[src/logic/lbgw_pkg.sv]
`default_nettype none

package lbgw_pkg;

	// Local bus widths
	localparam int ADDR_W = 24;
	localparam int DATA_W = 32;

	// Reply FIFO holds 2**FIFO_AW bytes
	localparam int FIFO_AW = 5;

	// Nonce and each transaction are the same length
	localparam int NONCE_BYTES = 8;
	localparam int CNT_W = $clog2(NONCE_BYTES);
	localparam logic [CNT_W-1:0] CNT_LAST = CNT_W'(NONCE_BYTES - 1);

	// Read flag position inside the control byte
	localparam int READ_BIT = 4;

	// Register map
	// Indices below REG_ID are plain read/write registers
	localparam int REG_ID = 14;
	localparam int REG_WCOUNT = 15;
	localparam logic [31:0] ID_VALUE = 32'h4c42_4757;

	// Transaction opcode
	typedef enum logic {
		op_write,
		op_read
	} lb_op_t;

	// Receive phase of the gateway
	typedef enum logic [1:0] {
		st_idle,
		st_nonce,
		st_xact
	} gw_state_t;

endpackage

`default_nettype wire

[src/logic/wb_if.sv]
`timescale 1ns/100ps
`default_nettype none

interface wb_if import lbgw_pkg::*; ();

	// Cycle and strobe, classic single transfers only
	logic cyc;
	logic stb;
	logic we;
	logic [ADDR_W-1:0] adr;
	logic [DATA_W-1:0] dat_w;

	// Slave answer
	logic [DATA_W-1:0] dat_r;
	logic ack;

	// Gateway side
	modport master (
		output cyc, stb, we, adr, dat_w,
		input dat_r, ack
	);

	// Register bank side
	modport slave (
		input cyc, stb, we, adr, dat_w,
		output dat_r, ack
	);

endinterface

`default_nettype wire

[src/logic/byte_fifo.sv]
`timescale 1ns/100ps
`default_nettype none

module byte_fifo import lbgw_pkg::*; (
	input logic clk,
	input logic arst_n,
	input logic [7:0] din,
	input logic we,
	input logic re,
	output logic [7:0] dout,
	output logic empty,
	output logic last
);

	localparam int DEPTH = 2 ** FIFO_AW;

	// Storage has no reset, only pointers and count do
	logic [7:0] mem [DEPTH];
	logic [FIFO_AW-1:0] wr_ptr;
	logic [FIFO_AW-1:0] rd_ptr;
	logic [FIFO_AW:0] count;
	logic full;
	logic do_wr;
	logic do_rd;

	assign full = (count == (FIFO_AW+1)'(DEPTH));
	assign empty = (count == '0);
	// Exactly one byte left
	assign last = (count == (FIFO_AW+1)'(1));

	// Writes into a full buffer are dropped
	assign do_wr = we & ~full;
	assign do_rd = re & ~empty;

	always_ff @(posedge clk) begin
		if (do_wr) begin
			mem[wr_ptr] <= din;
		end
	end

	always_ff @(posedge clk or negedge arst_n) begin
		if (!arst_n) begin
			wr_ptr <= '0;
			rd_ptr <= '0;
			count <= '0;
		end else begin
			if (do_wr)
				wr_ptr <= wr_ptr + 1'b1;
			if (do_rd)
				rd_ptr <= rd_ptr + 1'b1;
			// Simultaneous read and write keeps the count
			if (do_wr && !do_rd)
				count <= count + 1'b1;
			else if (do_rd && !do_wr)
				count <= count - 1'b1;
		end
	end

	// Oldest byte is always visible
	assign dout = mem[rd_ptr];

endmodule

`default_nettype wire

[src/logic/lbgw_top.sv]
`timescale 1ns/100ps
`default_nettype none

module lbgw_top (
	input logic clk,
	input logic arst_n,
	// Host receive stream
	input logic [7:0] rx_din,
	input logic rx_stb,
	input logic rx_end,
	// Host reply stream
	output logic [7:0] tx_dout,
	output logic tx_rdy,
	output logic tx_end,
	input logic tx_stb,
	// Register 0 contents
	output logic [31:0] ctrl_out
);

	// Internal Wishbone link, gateway is the only master
	wb_if wb ();

	packet_gateway u_gateway (
		.clk     (clk),
		.arst_n  (arst_n),
		.rx_din  (rx_din),
		.rx_stb  (rx_stb),
		.rx_end  (rx_end),
		.tx_dout (tx_dout),
		.tx_rdy  (tx_rdy),
		.tx_end  (tx_end),
		.tx_stb  (tx_stb),
		.bus     (wb.master)
	);

	reg_bank u_regs (
		.clk      (clk),
		.arst_n   (arst_n),
		.bus      (wb.slave),
		.ctrl_out (ctrl_out)
	);

endmodule

`default_nettype wire

[src/logic/packet_gateway.sv]
`timescale 1ns/100ps
`default_nettype none

module packet_gateway import lbgw_pkg::*; (
	input logic clk,
	input logic arst_n,
	input logic [7:0] rx_din,
	input logic rx_stb,
	input logic rx_end,
	output logic [7:0] tx_dout,
	output logic tx_rdy,
	output logic tx_end,
	input logic tx_stb,
	wb_if.master bus
);

	localparam int WORD_W = NONCE_BYTES * 8;
	// Field positions inside one big-endian 64-bit transaction
	localparam int ADR_LSB = DATA_W;
	localparam int CTL_LSB = DATA_W + ADDR_W;

	// Receive side
	gw_state_t state;
	logic [CNT_W-1:0] rx_cnt;
	// Seven most recent bytes of the current word
	logic [WORD_W-9:0] rx_sr;
	logic [WORD_W-1:0] rx_next;
	logic word_done;
	logic nonce_done;
	logic xact_done;

	// Bus side
	logic [WORD_W-1:0] xact_q;
	lb_op_t op;
	logic cyc_q;
	logic reply_ld;

	// Serializer and FIFO
	logic [WORD_W-1:0] tx_sr;
	logic [CNT_W-1:0] ser_cnt;
	logic ser_busy;
	logic fifo_empty;
	logic fifo_last;

	// Shift register value including the byte arriving now
	assign rx_next = {rx_sr, rx_din};

	assign word_done = rx_stb && (rx_cnt == CNT_LAST);
	// First word of a packet is the nonce
	assign nonce_done = word_done && (state != st_xact);
	assign xact_done = word_done && (state == st_xact);

	// Receive phase and byte position within the current word
	always_ff @(posedge clk or negedge arst_n) begin
		if (!arst_n) begin
			state <= st_idle;
			rx_cnt <= '0;
		end else if (rx_end) begin
			// End of packet wins over a byte in the same cycle
			state <= st_idle;
			rx_cnt <= '0;
		end else if (rx_stb) begin
			rx_cnt <= rx_cnt + 1'b1;
			case (state)
				st_idle: state <= st_nonce;
				st_nonce: if (word_done) state <= st_xact;
				default: state <= st_xact;
			endcase
		end
	end

	always_ff @(posedge clk) begin
		if (rx_stb)
			rx_sr <= rx_next[WORD_W-9:0];
	end

	// Hold the transaction while the next one is shifting in
	always_ff @(posedge clk) begin
		if (xact_done)
			xact_q <= rx_next;
	end

	always_ff @(posedge clk or negedge arst_n) begin
		if (!arst_n) begin
			op <= op_write;
		end else if (xact_done) begin
			op <= rx_next[CTL_LSB+READ_BIT] ? op_read : op_write;
		end
	end

	// Open one classic cycle per transaction
	// The cycle closes in the cycle after ack is sampled
	always_ff @(posedge clk or negedge arst_n) begin
		if (!arst_n)
			cyc_q <= 1'b0;
		else if (xact_done)
			cyc_q <= 1'b1;
		else if (bus.ack)
			cyc_q <= 1'b0;
	end

	assign bus.cyc = cyc_q;
	assign bus.stb = cyc_q;
	assign bus.we = (op == op_write);
	assign bus.adr = xact_q[ADR_LSB+ADDR_W-1:ADR_LSB];
	assign bus.dat_w = xact_q[DATA_W-1:0];

	assign reply_ld = cyc_q & bus.ack;

	// Eight shift steps after each load
	always_ff @(posedge clk or negedge arst_n) begin
		if (!arst_n) begin
			ser_busy <= 1'b0;
			ser_cnt <= '0;
		end else if (nonce_done || reply_ld) begin
			ser_busy <= 1'b1;
			ser_cnt <= '0;
		end else if (ser_busy) begin
			ser_cnt <= ser_cnt + 1'b1;
			if (ser_cnt == CNT_LAST)
				ser_busy <= 1'b0;
		end
	end

	// Nonce is echoed as is
	// Reply keeps control and address
	// Data comes from the bus only on reads
	always_ff @(posedge clk) begin
		if (nonce_done)
			tx_sr <= rx_next;
		else if (reply_ld)
			tx_sr <= {xact_q[WORD_W-1:DATA_W],
				(op == op_read) ? bus.dat_r : xact_q[DATA_W-1:0]};
		else if (ser_busy)
			tx_sr <= {tx_sr[WORD_W-9:0], 8'h00};
	end

	byte_fifo u_fifo (
		.clk    (clk),
		.arst_n (arst_n),
		.din    (tx_sr[WORD_W-1:WORD_W-8]),
		.we     (ser_busy),
		.re     (tx_stb & ~fifo_empty),
		.dout   (tx_dout),
		.empty  (fifo_empty),
		.last   (fifo_last)
	);

	assign tx_rdy = ~fifo_empty;
	// An open bus cycle means a reply word is still on its way
	assign tx_end = fifo_last & (state == st_idle) & ~ser_busy & ~cyc_q;

endmodule

`default_nettype wire

[src/logic/reg_bank.sv]
`timescale 1ns/100ps
`default_nettype none

module reg_bank import lbgw_pkg::*; (
	input logic clk,
	input logic arst_n,
	wb_if.slave bus,
	output logic [31:0] ctrl_out
);

	// Read/write registers 0 to REG_ID-1
	logic [DATA_W-1:0] regs [REG_ID];
	logic [DATA_W-1:0] wcount;
	logic [DATA_W-1:0] rd_val;
	logic [DATA_W-1:0] dat_q;
	logic [3:0] idx;
	logic in_range;
	logic access;
	logic wr_rw;
	logic ack_q;

	// Only the low sixteen addresses exist
	assign in_range = (bus.adr[ADDR_W-1:4] == '0);
	assign idx = bus.adr[3:0];

	// Accept once per cycle, in the cycle before ack
	assign access = bus.cyc & bus.stb & ~ack_q;
	assign wr_rw = access & bus.we & in_range & (idx < 4'(REG_ID));

	always_comb begin
		if (!in_range)
			rd_val = '0;
		else if (idx == 4'(REG_ID))
			rd_val = ID_VALUE;
		else if (idx == 4'(REG_WCOUNT))
			rd_val = wcount;
		else
			rd_val = regs[idx];
	end

	// Registers read as zero after reset
	always_ff @(posedge clk or negedge arst_n) begin
		if (!arst_n) begin
			for (int i = 0; i < REG_ID; i++)
				regs[i] <= '0;
			wcount <= '0;
		end else if (wr_rw) begin
			regs[idx] <= bus.dat_w;
			// Writes to id, counter or unmapped space are not counted
			wcount <= wcount + 1'b1;
		end
	end

	// Fixed single wait state
	always_ff @(posedge clk or negedge arst_n) begin
		if (!arst_n)
			ack_q <= 1'b0;
		else
			ack_q <= access;
	end

	// Read data lines up with ack
	always_ff @(posedge clk) begin
		if (access)
			dat_q <= rd_val;
	end

	assign bus.ack = ack_q;
	assign bus.dat_r = dat_q;

	assign ctrl_out = regs[0];

endmodule

`default_nettype wire

[config.mk]
export PLATFORM = sky130hd
export DESIGN_NAME = lbgw_top
export DESIGN_NICKNAME = d
export VERILOG_FILES = /design/src/logic/lbgw_pkg.sv /design/src/logic/wb_if.sv /design/src/logic/byte_fifo.sv /design/src/logic/lbgw_top.sv /design/src/logic/packet_gateway.sv /design/src/logic/reg_bank.sv
export SDC_FILE = /design/constraint.sdc
export NUM_CORES = 1
export LEC_CHECK = 0
export BUFFER_PORTS_ARGS = -buffer_cell sky130_fd_sc_hd__buf_2
export CAP_MARGIN = 20
export CORE_ASPECT_RATIO = 1.2
export CORE_MARGIN = 2
export CORE_UTILIZATION = 55
export DETAILED_ROUTE_END_ITERATION = 10
export PLACE_DENSITY = 0.71
export SLEW_MARGIN = 10
export SYNTH_ARGS = -nofsm -noshare
export SYNTH_HDL_FRONTEND = slang
export SYNTH_SLANG_ARGS = --single-unit
[constraint.sdc]
create_clock -name clk -period 7 [get_ports clk]
set_clock_uncertainty 0.2 [all_clocks]
set_input_delay 0.35 -clock clk [delete_from_list [all_inputs] [get_ports clk]]
set_output_delay 0.35 -clock clk [all_outputs]
set_load 0.02 [all_outputs]
==> results of run 1 <==
-- metrics by stage --
step,worst slack [ns],cells,cell area [um2]
2_1_floorplan,3.67,2648,42100
3_5_place_dp,3.19,3530,42900
5_1_grt,2.66,3721,46200
3_3_place_gp,3.17,3530,42900
4_1_cts,2.67,3713,46000
6_report,2.90,3722,46200
-- worst max-delay path by stage --
stage | end | slack (ns) | depth (start not counted)
final | tx_dout[0] | 2.90 | 6
after global routing | tx_dout[0] | 2.66 | 6
after CTS | tx_dout[1] | 2.67 | 6
after detailed placement | u_regs.ctrl_out[0] | 3.19 | 6
after global placement | u_regs.ctrl_out[0] | 3.17 | 6
after floorplan | u_gateway.tx_sr[0] | 3.67 | 5
-- cells in the final DEF (no fill, tap or decap), types with 11 or more instances in the layout --
| cell type | Yosys | routed |
|---|---|---|
| a2111oi_0 | 16 | 16 |
| a211oi_1 | 40 | 40 |
| a21oi_1 | 67 | 67 |
| a221oi_1 | 16 | 16 |
| and2_1 | 22 | 22 |
| buf_2 | 39 | 53 |
| buf_4 | 60 | 37 |
| clkbuf_1 | 100 | 23 |
| clkbuf_16 | 0 | 99 |
| clkbuf_8 | 0 | 15 |
| clkinv_2 | 0 | 20 |
| dfrtp_1 | 508 | 505 |
| dlygate4sd3_1 | 0 | 11 |
| edfxtp_1 | 472 | 472 |
| ha_1 | 15 | 15 |
| mux2_1 | 42 | 42 |
| mux2_2 | 398 | 398 |
| mux2_4 | 24 | 24 |
| mux2i_1 | 110 | 110 |
| mux4_2 | 144 | 144 |
| nand2_1 | 107 | 106 |
| nand3_1 | 11 | 11 |
| nand4_1 | 28 | 28 |
| nor2_1 | 103 | 102 |
| nor2b_1 | 15 | 15 |
| nor4_4 | 10 | 13 |
| o21ai_0 | 105 | 105 |
| o22ai_1 | 32 | 32 |
| xnor2_1 | 39 | 39 |
-- critical path: cells and delay by family (launching register included) --
family	cells	cell delay [ns]
muxes	2	0.84
buffers and inverters	2	0.83
AOI/OAI and AO/OA	2	0.46
DFF	1	0.71
-- logic make-up after synthesis --
| group | count (synthesis) | synth area share (%) |
|---|---|---|
| flops | 980 | 63.9 |
| mux | 718 | 23.0 |
| simple gates | 352 | 4.55 |
| compound gates | 297 | 4.29 |
| buf+inv | 240 | 2.87 |
| xor+xnor | 46 | 0.958 |
| fa+ha+maj | 15 | 0.446 |
-- sequential cells by signal, summed over array words and instances, names as in the netlist, 6 cells and up --
name / flops
u_regs.regs: 416
u_gateway.u_fifo.mem: 256
u_gateway.tx_sr: 64
u_gateway.xact_q: 64
u_gateway.rx_sr: 56
u_regs.bus.dat_r: 32
u_regs.ctrl_out: 32
u_regs.wcount: 32
u_gateway.u_fifo.count: 6
-- repair_timing --
action | in CTS | in global routing
resized for setup | 0 | 0
hold buffers | 11 | 0
buffers inserted | 0 | 0
endpoints found under the hold margin | 147 | 0
-- metal layers --
layer  routed length [um]  share of wire, %  GRT usage (%)
met1                38900                41           32.6
met2                48700                51           41.7
met3                 4700               4.9           3.78
met4                 2910               3.1           8.57
met5                    0                 0              0
-- power breakdown --
group          switching [mW]  leakage (nW)  internal, mW
combinational           0.677          6.17         0.571
sequential              0.180          11.4          6.11
clock                    2.14          1.52          2.87
-- cell type report --
type,instances,area (um2)
inverter,10,37.5
fill,5598,29900
antenna,1,2.50
multi-input combinational,1428,14000
clock buffer,136,2750
clock inverter,36,303
tap,1017,1270
sequential,980,26900
timing repair buffer,114,905
==> flow_summary_export.csv, run 1 <==
group,metric,value,unit
clock_network,cts.sinks,980,
pwr,p_total,12.5,mW
clock_network,numCtsBuffers,93,
pwr,peakVddDrop,0.194,mV
flow_run,maxCapViolCount,0,
critical_path,timing.rr.start,"u_gateway.xact_q[49]",
timing,rsz0062_at_grt,"false",
critical_path,regToRegEndpoint,"u_regs.regs[102]",
critical_path,slowest_stage,"dfrtp_4",
timing,finalMaxSlewViolations,0,
placement,portBuffers,54,
pwr,p_leak,19.1,nW
synth,yosysMostFrequentCell,"dfrtp_1",
layout,fin_nets,2655,
detailed_routing,routed_wl,95100,um
global_route,grt_pass1_vias,24000,
synth,yosysSeqAreaShare,63.9,%
detailed_routing,drt-initial-drc-count,2034,
clock_network,htreeDepth,3,
critical_path,critical_path.startpoint,"u_gateway.u_fifo.rd_ptr[0]",
critical_path,worstPathCellList,"buf_4 -> mux4_2 -> mux2i_1 -> a21oi_1 -> o21a_1 -> buf_2",
critical_path,worstPathArrival,3.55,ns
timing,final_min_period_over_clock_period,58.5,%
floorplanning,die_w,256,um
timing,min_period,4.10,ns
timing,holdWs,0.140,ns
placement,gp_congestion,0.858,
synth,netlist_instances,2648,
timing,hold_violations,0,
timing,tightest_slew,1.02,ns
floorplanning,pin_count,55,
detailed_routing,wire_per_inst,25.6,um
critical_path,max_stage_delay,0.71,ns
synth,synth.largest_area_cell,"edfxtp_1",
hold_path,min_path_type,"in2reg",
global_route,antenna_found_initial,0,
hold_path,whs_path_depth,4,
global_route,grt_max_degree,184,
global_route,grt_pass1_wl,148000,um
synth,synth_edf_count,472,
global_route,grt_usage,24.6,%
critical_path,required,6.45,ns
critical_path,crit_type,"reg2out",
synth,syn_avg_cell_area,15.9,um2
floorplanning,core_area,76100,um2
clock_network,cts_tree,"built",
critical_path,endpoint_kind,"primary output",
synth,yosysTopAreaCellShare,33.7,%
timing,fin_tns_setup,0,ns
floorplanning,die_h,307,um
critical_path,rrSetupSlack,3.18,ns
synth,synthFlopType,"dfrtp_1",
run_status,status,"completed",
detailed_routing,drt-vias-per-instance,6.11,
layout,area_growth,9.83,%
synth,synth_common_cells,"dfrtp_1 (508), edfxtp_1 (472), mux2_2 (398)",
synth,syn_nets,2676,
timing,fmax,244,MHz
synth,yosys_warnings,0,
critical_path,path_max_fanout,43,
hold_path,hold_start,"rx_stb",
synth,synthArstFlopShare,51.8,%
synth,synth_cell_types,54,
layout,drive_gt1_share,31.4,%
detailed_routing,ant_nets,0,
clock_network,clk_pin_slew_worst_paths,0.06,ns
detailed_routing,drc_errors,0,
critical_path,reg2reg_depth,5,
floorplanning,start_util,55.3,%
floorplanning,std_cell_rows,111,
placement,place_hpwl,58800,um
synth,synth_area,42100,um2
synth,ys_ff_latch,980,
timing,setup_viol,0,
detailed_routing,dr.pass1.iters,5,
clock_network,clock_latency,0.67,ns
floorplanning,fp.dieArea,78700,um2
detailed_routing,vias,22800,
layout,post-route-util,60.7,%
timing,relSlewSlack,32.0,%
pwr,power_density,272,nW/um2
synth,synth_area_leaders,"edfxtp_1 (34%), dfrtp_1 (30%), mux2_2 (11%), mux4_2 (7.7%), mux2i_1 (2.6%)",
global_route,gr-total-overflow,0,
clock_network,cts_root_buf,"clkbuf_16",
critical_path,start_kind,"flop",
hold_path,holdPathEnd,"u_gateway.ser_cnt[0]",
clock_network,clockBufferDepth,3,
No activity file was read; power rests on OpenSTA's default activity.
==> run 2, diff against run 1 <==
- PLACE_DENSITY: 0.71 -> 0.74
- clock period: 7 -> 3.6 ns (I/O delays scaled with it)
==> flow_summary_export.csv, run 2 (synthesis gave the netlist of run 1 again) <==
group,metric,value,unit
critical_path,crit_type,"reg2out",
critical_path,endpoint_kind,"primary output",
pwr,p_seq_share,49.5,%
layout,area_growth,11.6,%
clock_network,clock_latency,0.66,ns
critical_path,max_stage_delay,0.64,ns
floorplanning,die_w,256,um
timing,setup_viol,0,
floorplanning,core_area,76100,um2
placement,gp_congestion,0.844,
timing,holdWs,0.0141,ns
clock_network,htreeDepth,3,
timing,fmax,293,MHz
critical_path,worstPathCellList,"buf_6 -> mux4_2 -> o22ai_1 -> o21ai_0 -> o21a_1 -> buf_2",
floorplanning,die_h,307,um
floorplanning,fp.dieArea,78700,um2
pwr,p_int,18.9,mW
timing,fin_tns_setup,0,ns
timing,tightest_slew,1.12,ns
clock_network,numCtsBuffers,93,
critical_path,critPathBufInv,2,
critical_path,worstPathArrival,3.03,ns
pwr,switching_share,23.8,%
pwr,peakVddDrop,0.371,mV
floorplanning,pin_count,55,
critical_path,slowest_stage,"dfrtp_4",
detailed_routing,drt-vias-per-instance,6.18,
timing,relSlewSlack,25.2,%
detailed_routing,wire_per_inst,25.5,um
global_route,grt_util_met1,32.2,%
global_route,grt_pass1_wl,149000,um
timing,rsz0062_at_grt,"false",
layout,fill_cells,5492,
pwr,power_density,527,nW/um2
floorplanning,start_util,55.3,%
global_route,grt_use_met2,42.7,%
clock_network,clk_pin_slew_worst_paths,0.06,ns
pwr,p_switching,5.89,mW
layout,largest_register_ffs,416,
global_route,grt_usage,24.9,%
pwr,p_leak,19.5,nW
global_route,gr-total-overflow,0,
layout,reg.largest.list,"u_regs.regs: 416 flops, u_gateway.u_fifo.mem: 256 flops",
critical_path,path_max_fanout,44,
layout,top_register,"u_regs.regs",
global_route,grt_max_degree,107,
global_route,grt_pass1_vias,24700,
timing,min_period,3.41,ns
critical_path,path_delay_family,"compound AO/OA/AOI/OAI gates",
pwr,power_frac_clock,40.4,%
run_status,status,"completed",
floorplanning,std_cell_rows,111,
timing,final_min_period_over_clock_period,94.7,%
timing,finalMaxSlewViolations,0,
layout,diodes,0,
global_route,grt-busiest-layer,"met2",
timing,hold_violations,0,
layout,final_common_cell,"dfrtp_1",
placement,portBuffers,54,
clock_network,cts_root_buf,"clkbuf_16",
clock_network,cts.sinks,980,
placement,place_hpwl,59900,um
pwr,p_comb_share,10.1,%
critical_path,start_kind,"flop",
clock_network,cts_tree,"built",
detailed_routing,dr.pass1.iters,5,
global_route,antenna_found_initial,1,
detailed_routing,ant_nets,0,
detailed_routing,vias,23400,
flow_run,maxCapViolCount,0,
detailed_routing,routed_wl,96700,um
layout,fin_nets,2718,
hold_path,min_path_type,"in2async",
layout,final_cell_mix,"dfrtp_1 (504), edfxtp_1 (472), mux2_2 (398)",
critical_path,required,3.22,ns
detailed_routing,drc_errors,0,
layout,drive_gt1_share,32.9,%
clock_network,clockBufferDepth,3,
global_route,use_met3,3.54,%
detailed_routing,drt-initial-drc-count,2100,
run 2: final timing paths:
kind | startpoint | end | slack [ns] | cells after the start
worst max-delay path | u_gateway.u_fifo.rd_ptr[1] | tx_dout[3] | 0.19 | 6
worst min-delay path | arst_n | u_regs.regs[291] | 0.01 | 2
worst max register to register | u_gateway.xact_q[38] | u_regs.regs[62] | 0.45 | 6
worst min register to register | u_gateway.rx_sr[53] | u_gateway.xact_q[61] | 0.26 | 0
max in group asynchronous | arst_n | u_regs.regs[407] | 2.14 | 3
min in group clk | rx_din[6] | u_gateway.rx_sr[6] | 0.13 | 2
run 2: through the flow:
| step | util [%] | power, mW | setup WS (ns) | instance area (um2) | instances |
|---|---|---|---|---|---|
| 2_1_floorplan | - | 14.0 | 0.269 | 42100 | 2648 |
| 6_report | 61.7 | 24.7 | 0.192 | 46900 | 3787 |
| 3_5_place_dp | 57.2 | 14.9 | 0.390 | 43500 | 3593 |
| 5_1_grt | 61.7 | 25.5 | 0.0302 | 46900 | 3787 |
| 3_3_place_gp | 57.2 | 14.8 | 0.567 | 43500 | 3593 |
| 4_1_cts | 61.5 | 24.9 | 0.0142 | 46800 | 3780 |
run 2: area by class of cell:
type | count | area [um2] | share of cell area [%]
sequential | 980 | 26900 | 57.3
inverter | 10 | 37.5 | 0.0800
clock inverter | 42 | 517 | 1.10
clock buffer | 133 | 2620 | 5.59
multi-input combinational | 1428 | 14000 | 29.9
timing repair buffer | 177 | 1540 | 3.29
tap | 1017 | 1270 | 2.71
run 2: power by group through the flow:
stage	clock [mW]	sequential, mW	combinational [mW]
final	10.0	12.2	2.50
after global routing	10.6	12.3	2.68
after CTS	10.1	12.3	2.48
after detailed placement	0	12.5	2.45
after global placement	0	12.5	2.38
after floorplan	0	12.2	1.85
run 2: repair_timing:
action / CTS / global route
resized for setup: 1 / 2
setup endpoints to repair: 8 / 5
hold buffers: 12 / 0
setup buffers: 0 / 1
endpoints found under the hold margin: 179 / 0
run 2: layer usage:
metal,vias up,part of all wire [%]
li1,10100,-
met3,205,5.4
met4,2,3.9
met2,830,51
met5,-,0.013
met1,12300,39
==> run 3, diff against run 2 <==
- ABC_AREA: unset -> 1
==> flow_summary_export.csv, run 3 <==
group,metric,value,unit
detailed_routing,ant_nets,0,
layout,drive_gt1_share,7.32,%
global_route,grt_pass1_wl,197000,um
floorplanning,die_h,316,um
detailed_routing,routed_wl,127000,um
timing,fin_tns_setup,0,ns
synth,yosys_warnings,0,
floorplanning,std_cell_rows,114,
synth,yosysTopAreaCellShare,31.9,%
timing,final_min_period_over_clock_period,97.1,%
global_route,gr-total-overflow,0,
timing,tightest_slew,1.13,ns
hold_path,whs_path_depth,2,
synth,netlist_instances,4962,
clock_network,cts_tree,"built",
timing,min_period,3.50,ns
layout,fin_area,49100,um2
synth,synthFlopType,"dfrtp_1",
pwr,p_leak,22.1,nW
detailed_routing,drt-vias-per-instance,5.96,
clock_network,cts.sinks,980,
timing,hold_violations,0,
floorplanning,fp.dieArea,83200,um2
synth,synth_area,44500,um2
critical_path,required,3.22,ns
clock_network,clock_latency,0.69,ns
timing,relSlewSlack,24.5,%
placement,gp_congestion,0.924,
critical_path,slowest_stage,"dfrtp_1",
clock_network,numCtsBuffers,97,
layout,fin_nets,4886,
detailed_routing,dr_wl_met2,60700,um
timing,setup_viol,0,
detailed_routing,top_layer_used,"met4",
pwr,peakVddDrop,0.422,mV
pwr,p_total,25.8,mW
placement,pre_cts_ws,0.702,ns
detailed_routing,drt-initial-drc-count,4456,
critical_path,path_common_cell,"nand2_1",
floorplanning,pin_count,55,
run_status,status,"completed",
synth,synth_edf_count,472,
layout,largest_register_ffs,416,
clock_network,cts_root_buf,"clkbuf_16",
floorplanning,core_area,80300,um2
synth,ys_ff_latch,980,
clock_network,clk_pin_slew_worst_paths,0.06,ns
synth,syn_nets,4990,
synth,synthArstFlopShare,51.8,%
layout,area_growth,10.3,%
global_route,grt_max_degree,164,
flow_run,maxCapViolCount,0,
detailed_routing,wl_met3,9920,um
global_route,grt_pass1_vias,33900,
detailed_routing,met1_length,47800,um
clock_network,htreeDepth,3,
critical_path,crit_type,"reg2out",
layout,reg.largest.list,"u_regs.regs: 416 flops, u_gateway.u_fifo.mem: 256 flops",
synth,synth.largest_area_cell,"edfxtp_1",
critical_path,max_stage_delay,0.77,ns
clock_network,clockBufferDepth,3,
hold_path,min_path_type,"in2reg",
detailed_routing,vias,35700,
detailed_routing,wire_per_inst,21.3,um
floorplanning,start_util,55.4,%
layout,final_common_cell,"nand2_1",
critical_path,worstPathCellList,"clkinv_1 -> nand2_1 -> a21oi_1 -> nor2_1 -> nand2_1 -> nand2_1 -> inv_1 -> buf_2",
floorplanning,die_w,264,um
synth,synth_area_leaders,"edfxtp_1 (32%), dfrtp_1 (29%), nand2_1 (18%), nand4_1 (7.9%), nor2_1 (3.1%)",
detailed_routing,drc_errors,0,
layout,top_register,"u_regs.regs",
timing,post-route-worst-setup-slack,0.103,ns
synth,yosysSeqAreaShare,60.4,%
critical_path,start_kind,"flop",
timing,fmax,286,MHz
placement,dpl-instance-area,45700,um2
detailed_routing,dr.pass1.iters,6,
synth,synth_common_cells,"nand2_1 (2122), nand4_1 (564), dfrtp_1 (508)",
synth,synth_cell_types,32,
pwr,power_density,525,nW/um2
timing,rsz0062_at_grt,"false",
critical_path,path_max_fanout,19,
placement,place_hpwl,77700,um
timing,finalMaxSlewViolations,0,
critical_path,worstPathArrival,3.12,ns
critical_path,reg2reg_depth,8,
global_route,antenna_found_initial,1,
placement,portBuffers,54,
layout,final_cell_mix,"nand2_1 (2121), nand4_1 (564), dfrtp_1 (505)",
global_route,grt_usage,30.5,%
synth,yosysMostFrequentCell,"nand2_1",
synth,syn_avg_cell_area,8.97,um2
critical_path,endpoint_kind,"primary output",
==> run 3: changes by cell type after synthesis, sizes merged, moves of 35 or more <==
| cell | previous run | this run |
|---|---|---|
| nand4 | 29 | 564 |
| nand3 | 12 | 159 |
| nand2 | 108 | 2122 |
| xnor2 | 39 | 4 |
| mux2 | 464 | 0 |
| a211oi | 40 | 0 |
| mux2i | 110 | 28 |
| clkbuf | 101 | 242 |
| nor2 | 104 | 368 |
| mux4 | 144 | 0 |
| inv | 10 | 106 |
==> run 3: area by class of cell <==
class | count | area [um2]
Antenna cell | 1 | 2.50
Clock buffer | 150 | 2870
Clock inverter | 33 | 347
Fill cell | 6634 | 31200
Inverter | 111 | 427
Multi-Input combinational cell | 3469 | 15500
Sequential cell | 980 | 26900
Tap cell | 1044 | 1310
Timing Repair Buffer | 199 | 1750
==> run 3: critical path: cells and delay by family (launching register included) <==
family,cells,cell delay [ns]
buf+inv,3,0.37
flops,1,0.77
compound gates,1,0.10
simple gates,4,1.19
==> run 3: path summary, 6_finish.rpt <==
kind / from / end / slack [ns]
max: u_gateway.u_fifo.rd_ptr[2] / tx_dout[3] / 0.10
min: rx_din[6] / u_gateway.rx_sr[6] / 0.07
max reg2reg: u_gateway.xact_q[34] / u_regs.bus.dat_r[14] / 0.61
min reg2reg: u_gateway.rx_sr[54] / u_gateway.xact_q[62] / 0.25
max in group asynchronous: arst_n / u_regs.ctrl_out[11] / 1.87
min in group asynchronous: arst_n / u_regs.regs[317] / 0.43
==> run 3: cell families after synthesis <==
| kind of cell | share of synthesized area [%] |
|---|---|
| fa+ha+maj | 0.422 |
| mux | 0.630 |
| simple gates | 30.9 |
| xor+xnor | 0.473 |
| compound gates | 2.23 |
| flops | 60.4 |
| buf+inv | 4.88 |
==> run 3: routing by layer <==
layer | vias up | GRT usage (%)
met1 | 17100 | 38.5
li1 | 16400 | -
met5 | - | 0
met2 | 1746 | 49.5
met3 | 383 | 4.52
met4 | 0 | 19.8
==> run 3: power by group <==
part           internal (mW)  total, mW  switching, mW
Clock                   5.87       10.2           4.37
Combinational           1.01       3.38           2.37
Sequential              11.9       12.1          0.264
Total                   18.8       25.8           7.00
==> run 3: timing repair <==
item,in CTS,in global routing
resized for setup,1,0
hold buffers,14,0
gates cloned,0,0
setup endpoints to repair,1,1
endpoints found under the hold margin,555,0
setup buffers,0,1
==> run 3: metrics by stage <==
stage | util [%] | hold WS [ns] | instances
after floorplan | - | -0.316 | 4962
after global placement | 56.9 | -0.104 | 5787
after detailed placement | 56.9 | -0.105 | 5787
after CTS | 61.1 | 0.0405 | 5984
after global routing | 61.1 | 0.0858 | 5986
final | 61.1 | 0.0738 | 5987
